File: src/include/ahb_params.svh
// Bus widths, memory depth and memory wait-state count for the AHB subsystem
`ifndef AHB_PARAMS_SVH
`define AHB_PARAMS_SVH

// Physical address width in bits
`define PA_BITS 32

// Data bus width in bits
// Byte strobes are XLEN/8 wide
`define XLEN 32

// Memory depth in words
// Must stay a power of two so the word index wraps
`define MEM_WORDS 1024

// Low HREADY cycles at the start of each data phase
// 0, 1 and 2 are the supported values
`define MEM_WAIT_STATES 0

`endif

File: src/verilog/ahbPkg.sv
// AHB-Lite transfer type and burst type enums, address-phase struct
`include "ahb_params.svh"

package ahbPkg;

  // HTRANS encodings as defined by AHB-Lite
  typedef enum logic [1:0] {
    HtIdle   = 2'b00,
    HtBusy   = 2'b01,
    HtNonSeq = 2'b10,
    HtSeq    = 2'b11
  } hTransT;

  // HBURST encodings as defined by AHB-Lite
  // Only incrementing bursts are carried
  typedef enum logic [2:0] {
    HbSingle = 3'b000,
    HbIncr   = 3'b001,
    HbIncr4  = 3'b011,
    HbIncr8  = 3'b101,
    HbIncr16 = 3'b111
  } hBurstT;

  // Everything a manager drives in the address phase
  typedef struct packed {
    logic [`PA_BITS-1:0] addr;
    logic                write;
    logic [2:0]          size;
    hBurstT              burst;
    hTransT              trans;
  } ahbAddrPhaseT;

endpackage

File: src/verilog/arbPkg.sv
// Arbitration state enum and fetch request struct
`include "ahb_params.svh"

package arbPkg;

  import ahbPkg::*;

  // ArbHold means the load/store port owns the bus with a fetch parked
  typedef enum logic {
    ArbIdle,
    ArbHold
  } arbStateT;

  // Fetch is always a word read, so no size or write field
  typedef struct packed {
    logic [`PA_BITS-1:0] addr;
    hBurstT              burst;
    hTransT              trans;
  } fetchReqT;

endpackage

File: src/verilog/fetchInputStage.sv
// Fetch input stage that parks a losing fetch address phase and replays it
module fetchInputStage import arbPkg::*; (
  input  logic     clk,
  input  logic     reset,
  input  fetchReqT req,
  input  logic     busReady,
  input  logic     save,
  input  logic     restore,
  output fetchReqT reqOut,
  output logic     pending,
  output logic     stageReady
);

  fetchReqT savedReq;
  logic     replayAccepted;

  // Capture the fetch address phase that the load/store port beat
  always_ff @(posedge clk) begin
    if (save) begin
      savedReq <= req;
    end
  end

  // Replayed beat goes out while restore is high
  // Accepted on the first edge with the bus ready
  assign replayAccepted = restore & busReady & pending;

  // Pending flag
  // Set by the arbiter on a lost start, cleared once the replay is on the bus
  always_ff @(posedge clk) begin
    if (reset) begin
      pending <= 1'b0;
    end else if (save) begin
      pending <= 1'b1;
    end else if (replayAccepted) begin
      pending <= 1'b0;
    end
  end

  // Saved request overrides the live one during replay
  assign reqOut = restore ? savedReq : req;

  // Fetch manager sees a stall while its beat is parked
  // so it keeps its next address phase steady
  assign stageReady = busReady & ~pending;

endmodule

File: src/verilog/ahbMultiManager.sv
// Two-manager AHB-Lite arbiter with fetch parking, burst hold and address mux
`include "ahb_params.svh"

module ahbMultiManager import ahbPkg::*, arbPkg::*; (
  input  logic               clk,
  input  logic               reset,
  input  fetchReqT           fetchReq,
  input  ahbAddrPhaseT       lsuReq,
  input  logic [`XLEN-1:0]   lsuWdata,
  input  logic [`XLEN/8-1:0] lsuWstrb,
  input  logic               busReady,
  output logic               fetchReady,
  output logic               lsuReady,
  output ahbAddrPhaseT       busAddr,
  output logic [`XLEN-1:0]   busWdata,
  output logic [`XLEN/8-1:0] busWstrb
);

  arbStateT   state;
  arbStateT   nextState;
  fetchReqT   fetchOut;
  logic       fetchPending;
  logic       lsuActive;
  logic       fetchActive;
  logic       save;
  logic       restore;
  logic       fetchSel;
  logic       lsuBeat;
  logic [3:0] beatCount;
  logic [3:0] beatCountD;
  logic [3:0] threshold;
  hBurstT     burstD;
  logic       finalBeat;

  // Parking slot for the fetch port
  fetchInputStage i_fetchInputStage (
    .clk        (clk),
    .reset      (reset),
    .req        (fetchReq),
    .busReady   (busReady),
    .save       (save),
    .restore    (restore),
    .reqOut     (fetchOut),
    .pending    (fetchPending),
    .stageReady (fetchReady)
  );

  // NonSeq or Seq counts as a live request
  assign lsuActive   = (lsuReq.trans == HtNonSeq) | (lsuReq.trans == HtSeq);
  assign fetchActive = (fetchReq.trans == HtNonSeq) | (fetchReq.trans == HtSeq);

  ////////////////////////////////////////
  // Arbitration FSM
  ////////////////////////////////////////

  // Load/store port wins when both ports are accepted on one edge
  assign save = (state == ArbIdle) & lsuActive & fetchActive & busReady & ~fetchPending;

  // Replay once the held burst is past its last beat and load/store goes quiet
  assign restore = (state == ArbHold) & finalBeat & ~lsuActive;

  always_ff @(posedge clk) begin
    if (reset) begin
      state <= ArbIdle;
    end else begin
      state <= nextState;
    end
  end

  always_comb begin
    nextState = state;
    case (state)
      ArbIdle: begin
        if (save) begin
          nextState = ArbHold;
        end
      end
      ArbHold: begin
        // Leave once the parked fetch is taken by the bus
        if (restore & busReady) begin
          nextState = ArbIdle;
        end
      end
      default: nextState = ArbIdle;
    endcase
  end

  ////////////////////////////////////////
  // Burst beat counting
  ////////////////////////////////////////

  // Every accepted load/store beat
  // Load/store always owns the bus when active
  assign lsuBeat = busReady & lsuActive;

  // Delayed copy lags by one beat so a 16-beat burst fits in 4 bits
  always_ff @(posedge clk) begin
    if (reset) begin
      beatCount  <= 4'd0;
      beatCountD <= 4'd0;
      burstD     <= HbSingle;
    end else if (lsuBeat) begin
      if (lsuReq.trans == HtNonSeq) begin
        beatCount  <= 4'd1;
        beatCountD <= 4'd0;
        burstD     <= lsuReq.burst;
      end else begin
        beatCount  <= beatCount + 4'd1;
        beatCountD <= beatCount;
      end
    end
  end

  // Beats minus one for each burst type
  always_comb begin
    case (burstD)
      HbIncr4:  threshold = 4'd3;
      HbIncr8:  threshold = 4'd7;
      HbIncr16: threshold = 4'd15;
      // Single and open-ended INCR hold for one beat only
      default:  threshold = 4'd0;
    endcase
  end

  // Last address beat of the burst has been accepted
  assign finalBeat = beatCountD >= threshold;

  ////////////////////////////////////////
  // Address and data phase muxing
  ////////////////////////////////////////

  // Fetch gets the bus only when load/store is quiet, or on replay
  assign fetchSel = ((state == ArbIdle) & ~lsuActive) | restore;

  always_comb begin
    if (fetchSel) begin
      busAddr.addr  = fetchOut.addr;
      busAddr.write = 1'b0;
      // Instruction reads are always a full word
      busAddr.size  = 3'b010;
      busAddr.burst = fetchOut.burst;
      busAddr.trans = fetchOut.trans;
    end else begin
      busAddr = lsuReq;
    end
  end

  // Load/store port is never stalled by arbitration
  assign lsuReady = busReady;

  // Only the load/store port writes
  assign busWdata = lsuWdata;
  assign busWstrb = lsuWstrb;

endmodule

File: config.mk
export PLATFORM = sky130hd
export DESIGN_NAME = ahbMultiManager
export DESIGN_NICKNAME = d
export VERILOG_FILES = /design/src/verilog/ahbPkg.sv /design/src/verilog/arbPkg.sv /design/src/verilog/fetchInputStage.sv /design/src/verilog/ahbMultiManager.sv
export VERILOG_INCLUDE_DIRS = /design/src /design/src/include
export SDC_FILE = /design/constraint.sdc
export NUM_CORES = 1
export LEC_CHECK = 0
export BUFFER_PORTS_ARGS = -buffer_cell sky130_fd_sc_hd__clkbuf_2
export CORE_MARGIN = 8
export CORE_UTILIZATION = 46
export DETAILED_ROUTE_END_ITERATION = 10
export PLACE_DENSITY_LB_ADDON = 0.08
export SLEW_MARGIN = 0
export SYNTH_ARGS = -nofsm -noshare
export SYNTH_HDL_FRONTEND = slang
export SYNTH_HIERARCHICAL = 1
export SYNTH_SLANG_ARGS = --single-unit
export TNS_END_PERCENT = 30
File: constraint.sdc
create_clock -name clk -period 3.7 [get_ports clk]
set_input_delay 0.37 -clock clk [delete_from_list [all_inputs] [get_ports clk]]
set_output_delay 0.37 -clock clk [all_outputs]
set_load 0.005 [all_outputs]
==> impl_metrics.csv, run 1 <==
group,metric,value,unit
synth,avgSynthCellArea,9.952,um2
synth,yosysTopAreaCell,"edfxtp_1",
drt,final_antenna_net_count,0,
synth,ys_seq_elements,50,
power_and_ir_drop,vdd_ir_drop_max,0.1322,mV
layout,final_common_cell,"clkbuf_2",
run_status,outcome,"complete, no violations",
setup_path,cp_max_fo,20,
run,cap_violations,0,
power_and_ir_drop,share_comb_of_total_power,0.190,
synth,synthSimpleGateAreaFrac,0.08313,
sta,finalHoldViolCount,0,
synth,syn_area,0.003672,mm2
drt,num_vias,3075,
die,dieArea,0.01110,mm2
cts,cts_made_buffers,5,
synth,synth_edf_count,37,
synth,synthDistinctLibCells,36,
drt,wirelength,10090,um
drt,drt_iter0_markers,117,
power_and_ir_drop,seqPwrFrac,0.504,
die,ios,196,
placement,place.gp.congestion,0.7545,
cts,cts-htree-levels,2,
sta,fin_crit_sh,0.8538,
synth,synth_fa_ha_area_frac,0.01704,
sta,hold_slack,0.2527,ns
drt,drc_errors,0,
placement,dp_hpwl,7333,um
cts,clock_latency,0.30,ns
cts,cts_root_buf,"clkbuf_8",
power_and_ir_drop,pwr-share-clk,0.306,
drt,drtPass1Iterations,4,
global_route,grt_pass1_vias,3236,
synth,ys_top_cells_by_area,"edfxtp_1, o2111ai_1, o311ai_1",
setup_path,crit_path_start_kind,"flop",
power_and_ir_drop,power.density,296.3,mW/mm2
cts,cts_tree,"built",
sta,slew_violations,0,
power_and_ir_drop,leakagePower,1.778,nW
sta,fmax,316.6,MHz
power_and_ir_drop,switchingPower,0.3005,mW
synth,synth_top_family_by_area,"compound AO/OA/AOI/OAI gates",
setup_path,critPathKind,"reg2out",
cts,cts_resized,0,
cts,cts_setup_buffers,0,
global_route,antenna_found_initial,0,
die,die_h,105.4,um
die,initial_core_util,0.4752,
sta,rsz0062_at_grt,"no",
layout,n_antenna_cell,0,
layout,drive_above_1_share,0.4174,
synth,ys_async_sr_fraction,0,
sta,setup_tns,0,ns
synth,synth_compound_area_frac,0.2157,
synth,ys_seq_area_frac,0.3734,
synth,syn_inst,369,
sta,timing.final.ws_setup,0.5410,ns
die,dieWidth,105.4,um
layout,layout_common_cells,"clkbuf_2, nand2_1, inv_1",
layout,nNetsFinal,557,
sta,tightest_slew,0.7990,ns
layout,area_growth,13.94,%
layout,register_area,0.001371,mm2
power_and_ir_drop,p_int,0.9391,mW
layout,multiInputGateArea,0.001717,mm2
cts,cts_sinks,50,
die,rows,32,
synth,synth_mux_area_frac,0.1411,
setup_path,worstPathRequired,3.33,ns
global_route,grt_pass1_wl,16420,um
placement,port-buffer-count,123,
die,core_area,0.007727,mm2
cts,postCtsHoldBufs,0,
sta,setup_viol,0,
hold_path,min_path_type,"in2reg",
synth,yosysTopAreaCellShare,0.3026,
setup_path,cp.arrival,2.79,ns
global_route,grt_util_all_layers,0.1782,
cts,clockBufferDepth,2,
cts,clkTransAtPathRegs,0.09,ns
synth,ys_warn_count,6,
synth,syn_nets,491,
sta,slew_headroom,0.4673,
global_route,grt.overflow.total,0,
drt,wl_per_cell,18.75,um
drt,via_per_inst,5.716,
sta,fin_crit,3.159,ns
setup_path,crit_path_end_kind,"primary output",
synth,synth_xor_area_frac,0,
power_and_ir_drop,netSwitchingFraction,0.2424,
placement,post-place-ws,0.8929,ns
layout,fin_util,0.5415,
sta,fin_skew,0.009311,ns
layout,n_fill_cell,733,
synth,synth_flop_cell,"edfxtp_1",
global_route,grt_max_degree,87,
registers in the layout, indices dropped and copies added (netlist names):
signal,flops
beatCount,4
beatCountD,4
burstD,3
i_fetchInputStage/pending,1
i_fetchInputStage/savedReq,37
state,1
worst paths after layout:
| path | from | cells past startpoint | slack [ns] | to |
|---|---|---|---|---|
| worst max-delay path | burstD[0] | 11 | 0.54 | busAddr[28] |
| worst min-delay path | fetchReq[19] | 1 | 0.25 | i_fetchInputStage/savedReq[19] |
| worst max register to register | burstD[0] | 8 | 1.68 | i_fetchInputStage/pending |
| worst min register to register | beatCountD[2] | 2 | 0.47 | beatCountD[2] |
cell usage after synthesis (all sizes together), types with 2 or more instances:
| cell | n |
|---|---|
| nor2 | 6 |
| o311ai | 36 |
| clkbuf | 11 |
| a21oi | 8 |
| nand2 | 42 |
| mux2i | 3 |
| nand3b | 2 |
| nor3b | 2 |
| edfxtp | 37 |
| o21bai | 2 |
| inv | 41 |
| ha | 5 |
| o2111ai | 36 |
| nor2b | 3 |
| buf | 62 |
| nand3 | 2 |
| dfxtp | 13 |
| o21ai | 3 |
| nand4 | 4 |
| mux2 | 37 |
| o21a | 4 |
power by group through the flow:
| stage | Combinational [mW] | Clock (mW) | Sequential [mW] |
|---|---|---|---|
| 2_1_floorplan | 0.158 | 0 | 0.637 |
| 3_3_place_gp | 0.237 | 0 | 0.637 |
| 3_5_place_dp | 0.237 | 0 | 0.638 |
| 4_1_cts | 0.239 | 0.390 | 0.625 |
| 5_1_grt | 0.261 | 0.410 | 0.627 |
| 6_report | 0.235 | 0.380 | 0.625 |
cell type report:
cell class	instances	share of cell area
flip-flops and latches	50	0.3278
repair buffers	132	0.1693
clock inverters	1	0.007177
multi-input cells	205	0.4103
well taps	102	0.03050
inverters	41	0.03678
clock buffers	7	0.01824
per-stage QoR:
stage | cell area, um2 | power, mW | instances
2_1_floorplan | 3672 | 0.7944 | 369
3_3_place_gp | 4078 | 0.8743 | 530
3_5_place_dp | 4078 | 0.8751 | 530
4_1_cts | 4184 | 1.253 | 538
5_1_grt | 4184 | 1.298 | 538
6_report | 4184 | 1.240 | 538
kinds of logic (layout without fill, tap and decap cells):
family | count (synthesis) | in the layout
AOI/OAI and AO/OA | 95 | 95
DFF | 50 | 50
adders and majority gates | 5 | 5
and+or+nand+nor | 65 | 65
buffers and inverters | 114 | 181
muxes | 40 | 40
critical path, cell delays in order (launching register included):
cell	delay, ns
dfxtp_1	0.38
o21a_1	0.16
inv_1	0.05
ha_1	0.31
o211ai_4	0.09
o21ai_1	0.16
nor3b_2	0.21
buf_4	0.37
mux2_4	0.22
inv_1	0.05
o311ai_1	0.30
clkbuf_2	0.17
metal layers:
metal / share of wire / global-route usage / vias up
met5: 0 / 0 / -
met4: 0.033 / 0.07849 / 0
met3: 0.074 / 0.05298 / 39
met2: 0.47 / 0.2954 / 117
met1: 0.42 / 0.2086 / 1441
li1: - / - / 1478
No activity file was read; power rests on OpenSTA's default activity.
==> inputs of run 2 (changes only) <==
--- a/config.mk
+++ b/config.mk
@@ -10,3 +10,3 @@
 export CORE_MARGIN = 8
-export CORE_UTILIZATION = 46
+export CORE_UTILIZATION = 49
 export DETAILED_ROUTE_END_ITERATION = 10
==> constraint.sdc (replaced) <==
create_clock -name clk -period 3.8 [get_ports clk]
set_input_delay 0.38 -clock clk [delete_from_list [all_inputs] [get_ports clk]]
set_output_delay 0.38 -clock clk [all_outputs]
set_load 0.01 [all_outputs]
==> run 2 against run 1 <==
Largest cell class unchanged. Sequential share of layout area grew 0.088 points. Die area down 5.2%. First-iteration DRC count rose by 66%. Via count grew 2.0%. Core utilization is 3.4 points higher. Setup slack better by 0.052 ns. Global-route usage increased by 1.8 points. Non-clock buffer count unchanged. Clock-buffer cell count is 1 higher. Critical path type unchanged. Clock power fell by 2%. Final cell count shrank 0.56%. Sequential power shrank 3%.
==> impl_metrics.csv, run 2 (synthesized netlist as in run 1, its figures left out) <==
group,metric,value,unit
sta,tightest_slew,0.5823,ns
drt,drt_iter0_markers,194,
setup_path,crit_chain,"o21a_1 > inv_1 > ha_1 > o211ai_4 > o21ai_1 > nor3b_2 > buf_12 > mux2_2 > inv_1 > o311ai_1 > clkbuf_2",
cts,cts-htree-levels,2,
global_route,grt_max_degree,61,
layout,n_antenna_cell,0,
cts,cts_root_buf,"clkbuf_8",
sta,fin_skew,0.004700,ns
placement,place_area,0.004061,mm2
layout,layout_common_cells,"clkbuf_2, nand2_1, inv_1",
cts,cts_resized,0,
cts,postCtsHoldBufs,0,
global_route,grt_util_all_layers,0.1962,
run_status,outcome,"complete, no violations",
power_and_ir_drop,share_comb_of_total_power,0.199,
layout,design_area,0.004173,mm2
sta,slew_violations,0,
cts,clockBufferDepth,2,
drt,num_vias,3138,
placement,place.gp.congestion,0.7466,
die,dieWidth,102.6,um
drt,route.met3.wl,851,um
global_route,antenna_found_initial,0,
drt,dr_wl_met2,5047,um
cts,cts_setup_buffers,0,
cts,clock_latency,0.30,ns
setup_path,cp_max_fo,38,
global_route,grt_pass1_wl,16290,um
cts,cts_made_buffers,5,
drt,via_per_inst,5.865,
sta,setup_tns,0,ns
setup_path,critPathKind,"reg2out",
placement,dp_hpwl,7393,um
global_route,grt.overflow.total,0,
drt,drc_errors,0,
power_and_ir_drop,pwr-share-clk,0.303,
global_route,grt_pass1_vias,3268,
power_and_ir_drop,leakagePower,1.779,nW
power_and_ir_drop,power.density,293.0,mW/mm2
die,die_h,102.6,um
layout,largest_reg_flops,37,
die,rows,31,
sta,setup_viol,0,
layout,nNetsFinal,557,
setup_path,cp.arrival,2.83,ns
sta,fin_crit_sh,0.8439,
cts,clkTransAtPathRegs,0.09,ns
layout,top_register,"i_fetchInputStage/savedReq",
power_and_ir_drop,seqPwrFrac,0.498,
sta,slew_headroom,0.6118,
layout,final_common_cell,"clkbuf_2",
die,ios,196,
power_and_ir_drop,p_total,1.223,mW
setup_path,cpMostUsedCell,"inv_1",
run,cap_violations,0,
die,initial_core_util,0.5063,
drt,final_antenna_net_count,0,
cts,cts_sinks,50,
layout,area_growth,13.63,%
setup_path,crit_path_end_kind,"primary output",
power_and_ir_drop,vdd_ir_drop_max,0.1572,mV
placement,port-buffer-count,123,
setup_path,worst_path_max_delay_cell,"dfxtp_1",
sta,fmax,311.8,MHz
die,core_area,0.007253,mm2
drt,wl_per_cell,19.83,um
drt,wl_met1,4363,um
drt,drtPass1Iterations,4,
layout,largestRegisters,"i_fetchInputStage/savedReq: 37 flops, beatCountD: 4 flops, beatCount: 4 flops",
setup_path,cpPeakStageDelay,0.38,ns
sta,fin_crit,3.207,ns
die,dieArea,0.01052,mm2
drt,highest_layer,"met4",
drt,wirelength,10610,um
sta,finalHoldViolCount,0,
sta,rsz0062_at_grt,"no",
setup_path,worstPathRequired,3.42,ns
hold_path,min_path_type,"in2reg",
cts,cts_tree,"built",
layout,drive_above_1_share,0.4197,
power_and_ir_drop,switchingPower,0.3175,mW
power_and_ir_drop,netSwitchingFraction,0.2596,
setup_path,crit_path_start_kind,"flop",
power_and_ir_drop,p_int,0.9053,mW
-- run 2: cell count changes in the layout (fill, tap and decap cells not counted) --
cell / before / now
clkbuf_16: 0 / 1
clkbuf_8: 5 / 6
buf_4: 7 / 8
clkbuf_1: 2 / 1
buf_12: 2 / 1
bufinv_16: 1 / 0
-- run 2: power by group through the flow --
| stage | clock, mW | sequential [mW] | combinational (mW) |
|---|---|---|---|
| final | 0.371 | 0.608 | 0.244 |
| after global routing | 0.396 | 0.610 | 0.268 |
| after detailed placement | 0 | 0.621 | 0.245 |
| after global placement | 0 | 0.620 | 0.242 |
| after floorplan | 0 | 0.620 | 0.176 |
| after CTS | 0.381 | 0.609 | 0.246 |
-- run 2: cell type report --
class	instances	area (um2)
well taps	99	123.9
repair buffers	132	695.7
multi-input cells	205	1717
inverters	41	153.9
fillers	694	3080
clock buffers	8	111.4
flip-flops and latches	50	1371
-- run 2: metrics by stage --
stage | utilization | hold slack (ns) | cells | setup slack, ns
after global routing | 0.5753 | 0.2435 | 535 | 0.4232
after floorplan | - | 0.4362 | 369 | 1.009
after global placement | 0.5599 | 0.4552 | 527 | 0.9994
after detailed placement | 0.5599 | 0.4685 | 527 | 0.9241
after CTS | 0.5753 | 0.2485 | 535 | 0.5779
final | 0.5753 | 0.2605 | 535 | 0.5931
-- run 2: per-layer routing --
metal / vias to the layer above / global-route usage
met2: 141 / 0.3337
met5: - / 0
met4: 0 / 0.08691
met1: 1477 / 0.2290
met3: 32 / 0.04727
li1: 1488 / -
-- run 2: final timing paths --
| kind | from | to | slack [ns] | cells after the start |
|---|---|---|---|---|
| worst min-delay path | fetchReq[9] | i_fetchInputStage/savedReq[9] | 0.26 | 1 |
| worst max-delay path | burstD[0] | busAddr[16] | 0.59 | 11 |
| worst min register to register | beatCountD[2] | beatCountD[2] | 0.48 | 2 |
| worst max register to register | burstD[0] | i_fetchInputStage/pending | 1.82 | 8 |
-- run 2: critical path: cells and delay by family (launching register included) --
kind,cells,cell delay (ns)
flops,1,0.38
compound gates,4,0.76
fa+ha+maj,1,0.32
mux,1,0.20
buf+inv,4,0.60
simple gates,1,0.26
==> inputs of run 3 (changes only) <==
- CORE_UTILIZATION: 49 -> 46
- clock period: 3.8 -> 3.4 ns (I/O delays scaled with it)
==> run 3 against run 2 <==
Largest cell class unchanged. Wire length fell by 3.0%. Non-clock buffer count stayed put. Global-route usage decreased by 2.0 points. Total power rose by 11%. Clock-buffer cell count is 1 lower.
==> impl_metrics.csv, run 3 (synthesized netlist as in run 1, its figures left out) <==
group,metric,value,unit
run_status,outcome,"complete, no violations",
drt,via_per_inst,5.814,
cts,cts_setup_buffers,0,
power_and_ir_drop,vdd_ir_drop_max,0.1734,mV
layout,drive_above_1_share,0.4220,
layout,nNetsFinal,557,
layout,n_fill_cell,714,
sta,slew_violations,0,
setup_path,worstPathRequired,3.06,ns
die,die_h,105.4,um
global_route,grt_pass1_vias,3104,
setup_path,reg2reg_from,"burstD[2]",
cts,clockBufferDepth,2,
power_and_ir_drop,pwr-share-clk,0.293,
placement,placed_cells,530,
setup_path,critPathKind,"reg2out",
layout,largest_reg_flops,37,
power_and_ir_drop,seqPwrFrac,0.503,
layout,n_antenna_cell,0,
placement,place.gp.congestion,0.7530,
drt,wirelength,10290,um
die,dieWidth,105.4,um
drt,drtPass1Iterations,5,
cts,cts_sinks,50,
global_route,grt_pass1_wl,16130,um
placement,post-place-ws,0.5681,ns
power_and_ir_drop,leakagePower,1.788,nW
setup_path,r2r_cells,8,
global_route,grt.overflow.total,0,
layout,final_common_cell,"clkbuf_2",
layout,top_register,"i_fetchInputStage/savedReq",
layout,layout_common_cells,"clkbuf_2, nand2_1, inv_1",
hold_path,hp-start,"fetchReq[35]",
sta,rsz0062_at_grt,"no",
layout,stdcell_count,538,
sta,fin_crit,3.133,ns
sta,slew_headroom,0.4687,
die,rows,32,
layout,largestRegisters,"i_fetchInputStage/savedReq: 37 flops, beatCountD: 4 flops, beatCount: 4 flops",
sta,fin_skew,0.01869,ns
power_and_ir_drop,power.density,321.1,mW/mm2
setup_path,cp.arrival,2.79,ns
cts,cts-htree-levels,2,
die,ios,196,
setup_path,cpMostUsedCell,"inv_1",
die,dieArea,0.01110,mm2
cts,clock_latency,0.31,ns
setup_path,ff2ff_setup_slack,1.38,ns
sta,timing.final.ws_setup,0.2669,ns
global_route,antenna_found_initial,0,
sta,fmax,319.2,MHz
setup_path,crit_path_start_kind,"flop",
global_route,grt_max_degree,87,
run,cap_violations,0,
drt,drc_errors,0,
hold_path,min_path_cells,1,
power_and_ir_drop,share_comb_of_total_power,0.204,
hold_path,min_path_type,"in2reg",
placement,port-buffer-count,123,
sta,tightest_slew,0.7970,ns
cts,cts_resized,0,
cts,cts_made_buffers,5,
drt,drt_iter0_markers,149,
layout,area_growth,14.58,%
power_and_ir_drop,switchingPower,0.3542,mW
setup_path,crit_path_end_kind,"primary output",
drt,wl_per_cell,19.12,um
die,core_area,0.007727,mm2
global_route,grt_util_all_layers,0.1765,
drt,final_antenna_net_count,0,
setup_path,cp_max_fo,20,
setup_path,crit_chain,"o21a_1 > inv_1 > ha_1 > o211ai_4 > o21ai_1 > nor3b_2 > buf_12 > mux2_2 > inv_1 > o311ai_1 > clkbuf_2",
sta,setup_viol,0,
sta,setup_tns,0,ns
cts,cts_root_buf,"clkbuf_8",
power_and_ir_drop,netSwitchingFraction,0.2621,
power_and_ir_drop,p_int,0.9971,mW
setup_path,reg2reg_to,"i_fetchInputStage/pending",
setup_path,worst_path_max_delay_cell,"dfxtp_1",
cts,clkTransAtPathRegs,0.10,ns
cts,postCtsHoldBufs,0,
setup_path,cpPeakStageDelay,0.38,ns
cts,cts_tree,"built",
sta,fin_crit_sh,0.9215,
placement,dp_hpwl,7354,um
die,initial_core_util,0.4752,
hold_path,worstHoldEndpoint,"i_fetchInputStage/savedReq[35]",
sta,finalHoldViolCount,0,
power_and_ir_drop,p_total,1.351,mW
drt,num_vias,3128,
[run 3: cell count changes in the layout (fill, tap and decap cells not counted), sizes merged]
cell and delta:
clkbuf -1, inv +1
[run 3: layer usage]
layer | global-route usage | routed length [um] | part of all wire | vias up
met5 | 0 | 0 | 0 | -
met4 | 0.08359 | 296 | 0.029 | 0
met3 | 0.04385 | 794 | 0.077 | 36
met2 | 0.2815 | 4875 | 0.47 | 152
met1 | 0.2189 | 4322 | 0.42 | 1448
li1 | - | - | - | 1492
[run 3: worst max path at each step]
stage	start	endpoint	slack (ns)
5_1_grt	burstD[0]	busAddr[14]	0.005
3_5_place_dp	burstD[2]	busAddr[40]	0.57
2_1_floorplan	lsuReq[1]	i_fetchInputStage/pending	0.65
6_report	burstD[2]	busAddr[40]	0.27
4_1_cts	burstD[2]	busAddr[40]	0.19
3_3_place_gp	burstD[2]	busAddr[40]	0.59
[run 3: per-stage QoR]
| stage | util | hold WS (ns) | instance area [um2] |
|---|---|---|---|
| finish | 0.5445 | 0.2160 | 4208 |
| global route | 0.5445 | 0.1971 | 4208 |
| CTS | 0.5445 | 0.2022 | 4208 |
| detailed placement | 0.5309 | 0.4553 | 4103 |
| global placement | 0.5309 | 0.4519 | 4103 |
| floorplan | - | 0.4157 | 3672 |
[run 3: power by group through the flow]
stage	logic [mW]	registers, mW	clock network, mW
after global routing	0.302	0.682	0.437
after global placement	0.276	0.693	0
after CTS	0.278	0.680	0.417
final	0.275	0.680	0.396
after floorplan	0.197	0.693	0
after detailed placement	0.277	0.694	0
[run 3: critical path, delay by kind of cell (launching register included)]
kind	cells	cell delay [ns]
compound gates	4	0.71
fa+ha+maj	1	0.31
buf+inv	4	0.51
flops	1	0.38
mux	1	0.17
simple gates	1	0.38
[run 3: cell type report]
cell class / count / area [um2] / share of cell area
Multi-Input combinational cell: 205 / 1717 / 0.4080
Sequential cell: 50 / 1371 / 0.3259
Timing Repair Buffer: 132 / 733.2 / 0.1742
Inverter: 41 / 153.9 / 0.03657
Tap cell: 102 / 127.6 / 0.03033
Clock buffer: 7 / 98.84 / 0.02349
Clock inverter: 1 / 6.256 / 0.001487
